**src/common/fetch_pkg.sv**
```systemverilog
package fetch_pkg;

    // address and data widths
    typedef logic [31:0] vaddr_t;
    typedef logic [31:0] paddr_t;
    typedef logic [31:0] inst_t;

    // tlb fields in EntryHi/EntryLo layout with 4k pages
    typedef logic [19:0] vpn_t;
    typedef logic [19:0] pfn_t;
    typedef logic [7:0]  asid_t;
    typedef logic [3:0]  tlb_idx_t;

    // fetch exception code in Cause.ExcCode encoding
    typedef logic [4:0]  excode_t;

    localparam excode_t EXC_NONE = 5'd0;
    localparam excode_t EXC_TLBL = 5'd2;   // refill and invalid share this code
    localparam excode_t EXC_ADEL = 5'd4;   // misaligned fetch address

    // boot and exception vectors, all in kseg1
    localparam vaddr_t RESET_VEC   = 32'hbfc0_0000;
    localparam vaddr_t REFILL_VEC  = 32'hbfc0_0200;
    localparam vaddr_t GENERAL_VEC = 32'hbfc0_0380;

    localparam int     TLB_ENTRIES   = 16;
    // kseg0 and up are unmapped
    localparam vaddr_t UNMAPPED_BASE = 32'h8000_0000;

    // fetch FSM
    //   IDLE  no bus cycle, output register empty
    //   BUS   wishbone read in flight
    //   HOLD  output register holds an item for decode
    typedef enum logic [1:0] {
        IDLE,
        BUS,
        HOLD
    } fetch_state_t;

endpackage

```
**src/pre_if/pre_if_stage.sv**
```systemverilog
`timescale 1ns/1ps

module pre_if_stage (
    input  logic              clk,
    input  logic              reset,
    // branch bus from decode
    input  logic              br_taken,
    input  logic              br_stall,
    input  fetch_pkg::vaddr_t br_target,
    // redirects from the exception logic
    input  logic              flush,
    input  logic              flush_refill,
    input  logic              eret,
    input  fetch_pkg::vaddr_t epc,
    // request hand-off to fetch
    input  logic              req_ready,
    output logic              req_valid,
    output fetch_pkg::vaddr_t nextpc
);

    logic              accept;
    logic              br_live;
    logic              pend_set;
    logic              pend_valid;
    fetch_pkg::vaddr_t pend_pc;
    fetch_pkg::vaddr_t pc_r;
    fetch_pkg::vaddr_t flush_vec;

    assign br_live   = br_taken && !br_stall;    // stalled branch is ignored
    assign flush_vec = flush_refill ? fetch_pkg::REFILL_VEC : fetch_pkg::GENERAL_VEC;
    assign accept    = req_valid && req_ready;

    // any redirect seen while fetch is busy has to wait
    assign pend_set  = (eret || flush || br_live) && !accept;

    assign req_valid = !reset;                   // offered from the first cycle after reset

    // next pc priority
    always_comb begin
        if (eret) begin
            nextpc = epc;
        end else if (flush) begin
            nextpc = flush_vec;
        end else if (pend_valid) begin
            nextpc = pend_pc;
        end else if (br_live) begin
            nextpc = br_target;
        end else begin
            nextpc = pc_r + 32'd4;
        end
    end

    // reset loads the boot vector as a pending redirect
    always_ff @(posedge clk) begin
        if (reset) begin
            pend_valid <= 1'b1;
            pend_pc    <= fetch_pkg::RESET_VEC;
        end else if (accept) begin
            pend_valid <= 1'b0;                  // redirect has been issued
        end else if (pend_set) begin
            pend_valid <= 1'b1;
            pend_pc    <= nextpc;                // already prioritized
        end
    end

    // pc of the last accepted request is the base for sequential fetch
    always_ff @(posedge clk) begin
        if (accept) begin
            pc_r <= nextpc;
        end
    end

endmodule

```
**src/pre_if/itlb_lookup.sv**
```systemverilog
`timescale 1ns/1ps

module itlb_lookup (
    input  logic                clk,
    input  logic                reset,
    // lookup
    input  fetch_pkg::vaddr_t   vaddr,
    input  fetch_pkg::asid_t    cur_asid,
    // software write port
    input  logic                tlbw_en,
    input  fetch_pkg::tlb_idx_t tlbw_idx,
    input  fetch_pkg::vpn_t     tlbw_vpn,
    input  fetch_pkg::asid_t    tlbw_asid,
    input  fetch_pkg::pfn_t     tlbw_pfn,
    input  logic                tlbw_v,
    // result
    output fetch_pkg::paddr_t   paddr,
    output logic                tlb_refill,
    output logic                tlb_invalid
);

    fetch_pkg::vpn_t  tlb_vpn  [fetch_pkg::TLB_ENTRIES];
    fetch_pkg::asid_t tlb_asid [fetch_pkg::TLB_ENTRIES];
    fetch_pkg::pfn_t  tlb_pfn  [fetch_pkg::TLB_ENTRIES];
    logic             tlb_v    [fetch_pkg::TLB_ENTRIES];
    logic             tlb_present [fetch_pkg::TLB_ENTRIES];

    fetch_pkg::vpn_t  va_vpn;
    fetch_pkg::pfn_t  hit_pfn;
    logic             hit;
    logic             hit_v;
    logic             unmapped;

    assign va_vpn   = vaddr[31:12];
    assign unmapped = (vaddr >= fetch_pkg::UNMAPPED_BASE);   // kseg0/kseg1

    // present bits mark entries software has written
    always_ff @(posedge clk) begin
        if (reset) begin
            for (int i = 0; i < fetch_pkg::TLB_ENTRIES; i++) begin
                tlb_present[i] <= 1'b0;
            end
        end else if (tlbw_en) begin
            tlb_present[tlbw_idx] <= 1'b1;
        end
    end

    always_ff @(posedge clk) begin
        if (tlbw_en) begin
            tlb_vpn[tlbw_idx]  <= tlbw_vpn;
            tlb_asid[tlbw_idx] <= tlbw_asid;
            tlb_pfn[tlbw_idx]  <= tlbw_pfn;
            tlb_v[tlbw_idx]    <= tlbw_v;
        end
    end

    // fully associative match on vpn and asid
    always_comb begin
        hit     = 1'b0;
        hit_v   = 1'b0;
        hit_pfn = '0;
        for (int i = 0; i < fetch_pkg::TLB_ENTRIES; i++) begin
            if (tlb_present[i] && tlb_vpn[i] == va_vpn && tlb_asid[i] == cur_asid) begin
                hit     = 1'b1;
                hit_v   = tlb_v[i];
                hit_pfn = tlb_pfn[i];
            end
        end
    end

    assign paddr       = unmapped ? {3'b000, vaddr[28:0]} : {hit_pfn, vaddr[11:0]};
    assign tlb_refill  = !unmapped && !hit;
    assign tlb_invalid = !unmapped && hit && !hit_v;

endmodule

```
**src/rtl/fetch_stage.sv**
```systemverilog
`timescale 1ns/1ps

module fetch_stage (
    input  logic               clk,
    input  logic               reset,
    // request from pre-IF
    input  logic               req_valid,
    output logic               req_ready,
    input  fetch_pkg::vaddr_t  req_pc,
    input  fetch_pkg::paddr_t  req_paddr,
    input  logic               tlb_refill,
    input  logic               tlb_invalid,
    input  logic               flush,
    // wishbone classic master, read only
    output logic               wb_cyc,
    output logic               wb_stb,
    output fetch_pkg::paddr_t  wb_adr,
    input  fetch_pkg::inst_t   wb_dat_i,
    input  logic               wb_ack,
    // to decode
    output logic               fs_valid,
    output fetch_pkg::vaddr_t  fs_pc,
    output fetch_pkg::inst_t   fs_inst,
    output fetch_pkg::excode_t fs_excode,
    input  logic               ds_allowin
);

    fetch_pkg::fetch_state_t state;
    fetch_pkg::excode_t      req_excode;
    fetch_pkg::paddr_t       adr_r;
    logic                    accept;
    logic                    req_fault;
    logic                    discard;          // ack of the current cycle is stale

    // output empty, or drained/cleared this cycle, and no bus cycle open
    assign req_ready = (state == fetch_pkg::IDLE) ||
                       (state == fetch_pkg::HOLD && (ds_allowin || flush));
    assign accept    = req_valid && req_ready;

    // alignment first, then translation faults
    always_comb begin
        if (req_pc[1:0] != 2'b00) begin
            req_excode = fetch_pkg::EXC_ADEL;
        end else if (tlb_refill || tlb_invalid) begin
            req_excode = fetch_pkg::EXC_TLBL;
        end else begin
            req_excode = fetch_pkg::EXC_NONE;
        end
    end

    assign req_fault = (req_excode != fetch_pkg::EXC_NONE);

    always_ff @(posedge clk) begin
        if (reset) begin
            state   <= fetch_pkg::IDLE;
            discard <= 1'b0;
        end else begin
            case (state)
                fetch_pkg::IDLE: begin
                    if (accept) begin
                        state <= req_fault ? fetch_pkg::HOLD : fetch_pkg::BUS;
                    end
                end
                fetch_pkg::BUS: begin
                    if (wb_ack) begin
                        state   <= (discard || flush) ? fetch_pkg::IDLE : fetch_pkg::HOLD;
                        discard <= 1'b0;
                    end else if (flush) begin
                        discard <= 1'b1;       // let the cycle finish and drop its data
                    end
                end
                fetch_pkg::HOLD: begin
                    if (accept) begin
                        state <= req_fault ? fetch_pkg::HOLD : fetch_pkg::BUS;
                    end else if (ds_allowin || flush) begin
                        state <= fetch_pkg::IDLE;
                    end
                end
                default: state <= fetch_pkg::IDLE;
            endcase
        end
    end

    // the pc register serves both the bus cycle and the output item
    always_ff @(posedge clk) begin
        if (accept) begin
            fs_pc     <= req_pc;
            adr_r     <= req_paddr;
            fs_excode <= req_excode;
            fs_inst   <= '0;                        // stays zero for a fault
        end else if (state == fetch_pkg::BUS && wb_ack) begin
            fs_inst   <= wb_dat_i;
        end
    end

    assign wb_cyc   = (state == fetch_pkg::BUS);
    assign wb_stb   = (state == fetch_pkg::BUS);
    assign wb_adr   = adr_r;
    assign fs_valid = (state == fetch_pkg::HOLD);

endmodule

```
**src/rtl/fetch_top.sv**
```systemverilog
`timescale 1ns/1ps

module fetch_top (
    input  logic                clk,
    input  logic                reset,
    // branch bus
    input  logic                br_taken,
    input  logic                br_stall,
    input  fetch_pkg::vaddr_t   br_target,
    // exception redirects
    input  logic                flush,
    input  logic                flush_refill,
    input  logic                eret,
    input  fetch_pkg::vaddr_t   epc,
    input  fetch_pkg::asid_t    cur_asid,
    // tlb write port
    input  logic                tlbw_en,
    input  fetch_pkg::tlb_idx_t tlbw_idx,
    input  fetch_pkg::vpn_t     tlbw_vpn,
    input  fetch_pkg::asid_t    tlbw_asid,
    input  fetch_pkg::pfn_t     tlbw_pfn,
    input  logic                tlbw_v,
    // instruction memory
    output logic                wb_cyc,
    output logic                wb_stb,
    output fetch_pkg::paddr_t   wb_adr,
    input  fetch_pkg::inst_t    wb_dat_i,
    input  logic                wb_ack,
    // decode
    output logic                fs_valid,
    output fetch_pkg::vaddr_t   fs_pc,
    output fetch_pkg::inst_t    fs_inst,
    output fetch_pkg::excode_t  fs_excode,
    input  logic                ds_allowin
);

    fetch_pkg::vaddr_t nextpc;
    fetch_pkg::paddr_t paddr;
    logic              tlb_refill;
    logic              tlb_invalid;
    logic              req_valid;
    logic              req_ready;

    pre_if_stage i_pre_if (
        .clk          (clk),
        .reset        (reset),
        .br_taken     (br_taken),
        .br_stall     (br_stall),
        .br_target    (br_target),
        .flush        (flush),
        .flush_refill (flush_refill),
        .eret         (eret),
        .epc          (epc),
        .req_ready    (req_ready),
        .req_valid    (req_valid),
        .nextpc       (nextpc)
    );

    itlb_lookup i_itlb (
        .clk         (clk),
        .reset       (reset),
        .vaddr       (nextpc),
        .cur_asid    (cur_asid),
        .tlbw_en     (tlbw_en),
        .tlbw_idx    (tlbw_idx),
        .tlbw_vpn    (tlbw_vpn),
        .tlbw_asid   (tlbw_asid),
        .tlbw_pfn    (tlbw_pfn),
        .tlbw_v      (tlbw_v),
        .paddr       (paddr),
        .tlb_refill  (tlb_refill),
        .tlb_invalid (tlb_invalid)
    );

    fetch_stage i_fetch (
        .clk         (clk),
        .reset       (reset),
        .req_valid   (req_valid),
        .req_ready   (req_ready),
        .req_pc      (nextpc),
        .req_paddr   (paddr),
        .tlb_refill  (tlb_refill),
        .tlb_invalid (tlb_invalid),
        .flush       (flush || eret),   // both empty the fetch stage
        .wb_cyc      (wb_cyc),
        .wb_stb      (wb_stb),
        .wb_adr      (wb_adr),
        .wb_dat_i    (wb_dat_i),
        .wb_ack      (wb_ack),
        .fs_valid    (fs_valid),
        .fs_pc       (fs_pc),
        .fs_inst     (fs_inst),
        .fs_excode   (fs_excode),
        .ds_allowin  (ds_allowin)
    );

endmodule

```
**config.mk**
```make
export PLATFORM = sky130hd
export DESIGN_NAME = fetch_top
export DESIGN_NICKNAME = d
export VERILOG_FILES = /design/src/common/fetch_pkg.sv /design/src/pre_if/pre_if_stage.sv /design/src/pre_if/itlb_lookup.sv /design/src/rtl/fetch_stage.sv /design/src/rtl/fetch_top.sv
export SDC_FILE = /design/constraint.sdc
export NUM_CORES = 1
export LEC_CHECK = 0
export BUFFER_PORTS_ARGS = -buffer_cell sky130_fd_sc_hd__buf_2
export CAP_MARGIN = 20
export CORE_MARGIN = 2
export CORE_UTILIZATION = 40
export DETAILED_ROUTE_END_ITERATION = 12
export GPL_ROUTABILITY_DRIVEN = 0
export PLACE_DENSITY = 0.56
export SLEW_MARGIN = 5
export SYNTH_ARGS = -nofsm -noshare
export SYNTH_HDL_FRONTEND = slang
export SYNTH_SLANG_ARGS = --single-unit
```
**constraint.sdc**
```tcl
create_clock -name clk -period 9.5 [get_ports clk]
set_input_delay 1.425 -clock clk [delete_from_list [all_inputs] [get_ports clk]]
set_output_delay 1.425 -clock clk [all_outputs]
set_load 0.01 [all_outputs]
```
## Yosys cells after proc, flatten, opt, wreduce, memory -nomap -nowiden

Memories as Yosys holds them, arrays and structs flattened.
Index checks and enable logic that the tools add are counted.

- Flip-flop bits (word level): 137
- Bits in writable memories: 800
- Input bits: 167
- Output and inout bits: 104
- Word-level logic and storage cells: 191
- Memories: 5

Memories:

| memory | depth | bits a word | rd ports | clocked after Yosys merged registers in | wr ports | RTL line | text |
|---|---|---|---|---|---|---|---|
| i_itlb.tlb_pfn | 16 | 20 | 16 | 0 | 1 | itlb_lookup.sv:24 | `fetch_pkg::pfn_t tlb_pfn [fetch_pkg::TLB_ENTRIES];` |
| i_itlb.tlb_vpn | 16 | 20 | 16 | 0 | 1 | itlb_lookup.sv:22 | `fetch_pkg::vpn_t tlb_vpn [fetch_pkg::TLB_ENTRIES];` |
| i_itlb.tlb_asid | 16 | 8 | 16 | 0 | 1 | itlb_lookup.sv:23 | `fetch_pkg::asid_t tlb_asid [fetch_pkg::TLB_ENTRIES];` |
| i_itlb.tlb_present | 16 | 1 | 16 | 0 | 16 | itlb_lookup.sv:26 | `logic tlb_present [fetch_pkg::TLB_ENTRIES];` |
| i_itlb.tlb_v | 16 | 1 | 16 | 0 | 1 | itlb_lookup.sv:25 | `logic tlb_v [fetch_pkg::TLB_ENTRIES];` |

- Add/sub/neg operators: 1
- Order comparisons: 1
- Eq/ne operators: 37
- Mux-type cells: 76
- Bitwise gates (word level): 1
- Reductions and logical operators: 61

Operator list:

| cell | number |
|---|---|
| $eq A20 B20 Y1 | 16 |
| $mux W20 | 16 |
| $eq A8 B8 Y1 | 16 |
| $mux W32 | 4 |
| $mux W1 | 44 |
| $logic_and A1 B1 Y1 | 40 |
| $add A32 B3 Y32 const B | 1 |
| $ge A32 B32 Y1 const B | 1 |
| $mux W29 | 1 |
| $mux W2 | 7 |
| $mux W9 | 1 |
| $logic_not A1 Y1 | 6 |
| $logic_or A1 B1 Y1 | 6 |
| $pmux W2 S3 | 1 |
| $reduce_bool A2 Y1 | 3 |
| $mux W5 | 1 |
| $reduce_bool A5 Y1 | 1 |
| $mux W4 | 1 |
| $reduce_and A2 Y1 | 2 |
| $ne A3 B1 Y1 const B | 1 |
| $reduce_and A3 Y1 | 1 |
| $eq A2 B1 Y1 const B | 1 |
| $eq A2 B2 Y1 const B | 1 |
| $logic_not A2 Y1 | 1 |
| other kinds (4) | 4 |

## Logic depth before layout (Yosys ltp)

- Depth after elaboration: 34
- Gate-level depth with buffers: 22

## Cells and area by module

A second synthesis with hierarchy kept.

- Cells, all modules: 2886
- Area total of the unflattened synthesis: 40802.9 sq um

Modules (own cells, without submodules):

| module | times used | cells each | area an instance (sq um) | sequential area each (sq um) |
|---|---|---|---|---|
| itlb_lookup | 1 | 2205 | 33584.7 | 23862.9 |
| pre_if_stage | 1 | 442 | 3811.2 | 1621.6 |
| fetch_stage | 1 | 238 | 3400.8 | 2682.6 |
| fetch_top | 1 | 1 | 6.3 | 0.0 |

## Least setup slack after synthesis

OpenSTA, ideal clock, no wires.

- Path kind: input -> register
- From: in tlbw_idx[3]
- To: mem i_itlb.tlb_asid[0][0] (netlist name) (enable)
- Setup time: 519 ps
- Arrival time: 5334 ps
- Data required time: 8981 ps
- Setup slack: 3647 ps
- Cell stages on the path: 2
- Buffers on the path: 0
- Cells stage by stage: or3b_2 nor3_1

RTL lines:

| element | RTL line | text |
|---|---|---|
| from (decl) | fetch_top.sv:18 | `input fetch_pkg::tlb_idx_t tlbw_idx,` |
| to (decl) | itlb_lookup.sv:23 |  |

No word-level cell before the write port.

## Final worst setup path

- From: in flush
- To: reg i_fetch.adr_r[25] (netlist: i_fetch.wb_adr[25]), data pin

- Cells in the longest elaborated chain, start to end: 22
- Elaborated cells between the ends (all ways): 68
- Classes of those cells: 1 x order compare; 16 x eq/ne; 19 x mux; 32 x reduce/logical

RTL lines:

| element | RTL line | text |
|---|---|---|
| from (decl) | fetch_top.sv:11 | `input logic flush,` |
| $mux W32 (*) | pre_if_stage.sv:42 | `end else if (flush) begin` |
| $mux W32 (*) | pre_if_stage.sv:40 | `if (eret) begin` |
| $eq A20 B20 Y1 | itlb_lookup.sv:63 | `if (tlb_present[i] && tlb_vpn[i] == va_vpn && tlb_asid[i] == cur_asid) begin` |
| $logic_and A1 B1 Y1 (2 in a row) | itlb_lookup.sv:63 |  |
| $mux W20 (16 in a row) | itlb_lookup.sv:63 |  |
| $mux W29 (*) | itlb_lookup.sv:71 | `assign paddr = unmapped ? {3'b000, vaddr[28:0]} : {hit_pfn, vaddr[11:0]};` |
| named net i_fetch.req_paddr[25] | fetch_stage.sv:10 | `input fetch_pkg::paddr_t req_paddr,` |
| to (signal assigned) | fetch_stage.sv:88 | `adr_r <= req_paddr;` |
| to (decl) | fetch_stage.sv:30 | `fetch_pkg::paddr_t adr_r;` |

The timed path passes the listed nets; every way through them passes the cells marked *.
A chain may end at the register's enable or synchronous reset.

==> metrics.yaml <==
max_freq_mhz: 147
initial_utilization_pct: 40.3
cts.htree.levels: 3
fillCellCount: 9245
postSynthCellCount: 3303
combPwrFrac_pct: 9.3
setup_viol: 0
cts_buffers: 96
dp.cells: 4830
final_util_pct: 46.4
timing.final.crit_share_pct: 71.7
p_int_uw: 7100
drt_iter0_drc: 3829
p_switching_uw: 2320
slew_headroom_pct: 17.6
drv_cap: 0
whs_ns: 0.450
drc: 0
r2r_cells: 14
cts_resized: 0
cts_root_buffer: "clkbuf_16"
wl_um: 147000
crit_chain: "buf_2, or2_1, buf_4, nor3_2, a21oi_1, nand3_1, buf_4, o2111ai_1, nor4_1, o2111ai_4, buf_4, nand3_1, o21ai_0, mux2_2, a211oi_1, o22ai_1"
startpoint_type: "primary input"
wl_met1_um: 60400
synthArstFlopShare_pct: 0
tns_ns: 0
cts_tree: "done"
die_h_um: 327
setup_slack_ns: 2.69
grt_use_total_pct: 26.8
synth_cell_types: 101
first_pass_iters: 7
syn_avg_cell_area_um2: 12.6
cp_slowest_cell: "nor4_1"
antenna_left: 0
coreArea_mm2: 0.103
hp-class: "reg -> reg"
wire_per_inst_um: 29.3
rsz0062_at_grt: "no"
io_buffers: 267
routed_via_density: 6.03
hold_viol: 0
cpMostUsedCell: "buf_4"
worst_slew_pin_slew_ns: 1.20
cts.sinks: 922
dr_wl_met2_um: 65000
clkPwrFrac_pct: 41.5
synthFlopType: "edfxtp_1"
fin_nets: 3716
grt_max_degree: 54
fin_crit_ns: 6.81
max_stage_delay_ns: 0.87
drive_gt1_share_pct: 16.8
ys_ff_latch: 922
synth_edf_count: 838
arrival_ns: 7.20
hold_depth: 2
io-pin-count: 271
power.density_mw_per_mm2: 196
grt_pass1_vias: 28600
rows: 118
syn_to_final_growth_pct: 15.3
yosysWarnings: 0
cts.clk_slew.worst_paths_ns: 0.06
status: "finished, final reports clean"
num_vias: 30200
die_w_um: 327
p_leak_uw: 0.0161
dieArea_mm2: 0.107
clock_skew_ns: 0.0386
finalMaxSlewViolations: 0
maxUsedRoutingLayer: "met5"
seq_area_frac_synth_pct: 64.4
cts_setup_buffers: 0
cts_max_path_buffers: 3
grt_pass1_wl_um: 208000
place_ws_ns: 2.23
hold_buffers: 0
route.met3.wl_um: 13900
irDropWorstVdd_uv: 142
path_max_fanout: 33
antenna_found_initial: 9
stdcell_count: 5008
netlist_area_mm2: 0.0417
dp_hpwl_um: 96200
overflow: 0
pwr-share-seq_pct: 49.3
worstSkewPairLatency_ns: 0.69
worstPathRequired_ns: 9.89
critPathKind: "in -> reg"
p_sw_share_pct: 24.6
endpoint_kind: "flop"
-- registers in the layout, indices dropped and copies added (netlist names) --
name	flops
i_itlb.tlb_asid	128
i_fetch.fs_inst	32
i_pre_if.pend_pc	32
i_itlb.tlb_present	16
i_fetch.discard	1
i_itlb.tlb_pfn	320
i_pre_if.pend_valid	1
i_fetch.fs_excode	2
i_fetch.wb_adr	32
i_fetch.fs_pc	20
i_fetch.state	2
i_itlb.tlb_vpn	320
i_itlb.tlb_v	16
-- Yosys cell counts, types with 9 or more instances --
cell type | instances | share of area [%]
a2111oi_0 | 26 | 0.55
a211o_1 | 18 | 0.38
a211oi_1 | 49 | 0.88
a21oi_1 | 148 | 1.8
a221oi_1 | 20 | 0.42
a22oi_1 | 21 | 0.38
a311oi_1 | 12 | 0.25
a31oi_1 | 22 | 0.33
and2_1 | 16 | 0.24
and3_1 | 25 | 0.38
buf_1 | 23 | 0.21
buf_2 | 60 | 0.72
buf_4 | 21 | 0.38
clkbuf_1 | 103 | 0.93
dfxtp_1 | 84 | 4.0
edfxtp_1 | 838 | 60
inv_1 | 70 | 0.63
mux2_2 | 26 | 0.70
mux2i_1 | 31 | 0.74
nand2_1 | 266 | 2.4
nand2b_1 | 46 | 0.69
nand3_1 | 76 | 0.91
nand3b_1 | 12 | 0.22
nand4_1 | 103 | 1.5
nor2_1 | 196 | 1.8
nor2b_1 | 34 | 0.51
nor3_1 | 80 | 0.96
nor3b_1 | 21 | 0.38
nor4_1 | 62 | 0.93
o2111ai_1 | 45 | 0.95
o211ai_1 | 31 | 0.56
o21ai_0 | 101 | 1.2
o221ai_1 | 12 | 0.25
o22ai_1 | 17 | 0.26
o2bb2ai_1 | 9 | 0.19
o31ai_1 | 28 | 0.50
or2_2 | 11 | 0.17
or3_1 | 21 | 0.32
or4_1 | 17 | 0.31
xnor2_1 | 146 | 3.1
xor2_1 | 193 | 4.1
-- logic make-up after synthesis --
logic type                 after synthesis  synth area share, %
muxes                                   57                 1.45
other                                    1              0.00899
adders and majority gates                1               0.0300
xor gates and xnor gates               339                 7.12
AOI/OAI and AO/OA                      658                 11.0
DFF                                    922                 64.4
buffers and inverters                  291                 3.05
and+or+nand+nor                       1034                 12.9
-- layout make-up --
| class | instances | area (um2) | share of cell area (%) |
|---|---|---|---|
| Clock inverter | 50 | 601 | 1.25 |
| Tap cell | 1380 | 1730 | 3.59 |
| Timing Repair Buffer | 358 | 2060 | 4.28 |
| Clock buffer | 126 | 2640 | 5.49 |
| Antenna cell | 2 | 5.00 | 0.0104 |
| Inverter | 78 | 295 | 0.614 |
| Multi-Input combinational cell | 2092 | 13900 | 28.9 |
| Sequential cell | 922 | 26800 | 55.8 |
-- power by group through the flow --
stage	logic (uW)	clock network, uW	registers [uW]
3_3_place_gp	845	0	4720
6_report	872	3910	4640
3_5_place_dp	851	0	4730
4_1_cts	854	3950	4640
2_1_floorplan	451	0	4710
5_1_grt	913	4110	4650
-- cell usage in the layout (no fill, tap or decap), drive strengths merged, types with 104 or more instances in the layout --
master  netlist  layout
edfxtp      838     838
buf         106     358
nand2       267     267
nor2        199     199
xor2        193     193
a21oi       149     149
xnor2       146     146
clkbuf      107     126
o21ai       106     106
nand4       104     104
-- layer usage --
layer,GRT usage (%),up-vias
met1,37.0,14900
met4,12.3,12
met2,41.2,1811
met5,0,-
met3,4.83,391
li1,-,13100
-- worst max-delay path: cells and delay by family --
| kind | cells | cell delay, ns |
|---|---|---|
| AND/OR/NAND/NOR | 5 | 2.51 |
| multiplexers | 1 | 0.27 |
| AO/OA/AOI/OAI | 6 | 1.72 |
| buffers and inverters | 4 | 1.22 |
-- path summary, 6_finish.rpt --
kind | from | end | slack, ns
worst max-delay path | flush | i_fetch.wb_adr[25] | 2.69
worst min-delay path | i_fetch.fs_inst[23] | i_fetch.fs_inst[23] | 0.45
worst max register to register | i_pre_if.pend_valid | i_fetch.wb_adr[25] | 2.84
worst min register to register | i_fetch.fs_inst[23] | i_fetch.fs_inst[23] | 0.45
-- per-stage QoR --
| stage | area, um2 | power, uW |
|---|---|---|
| detailed placement | 44800 | 5580 |
| global placement | 44800 | 5570 |
| floorplan | 41700 | 5160 |
| CTS | 48100 | 9450 |
| global route | 48100 | 9670 |
| finish | 48100 | 9420 |
Power figures use the tool's default switching activity.
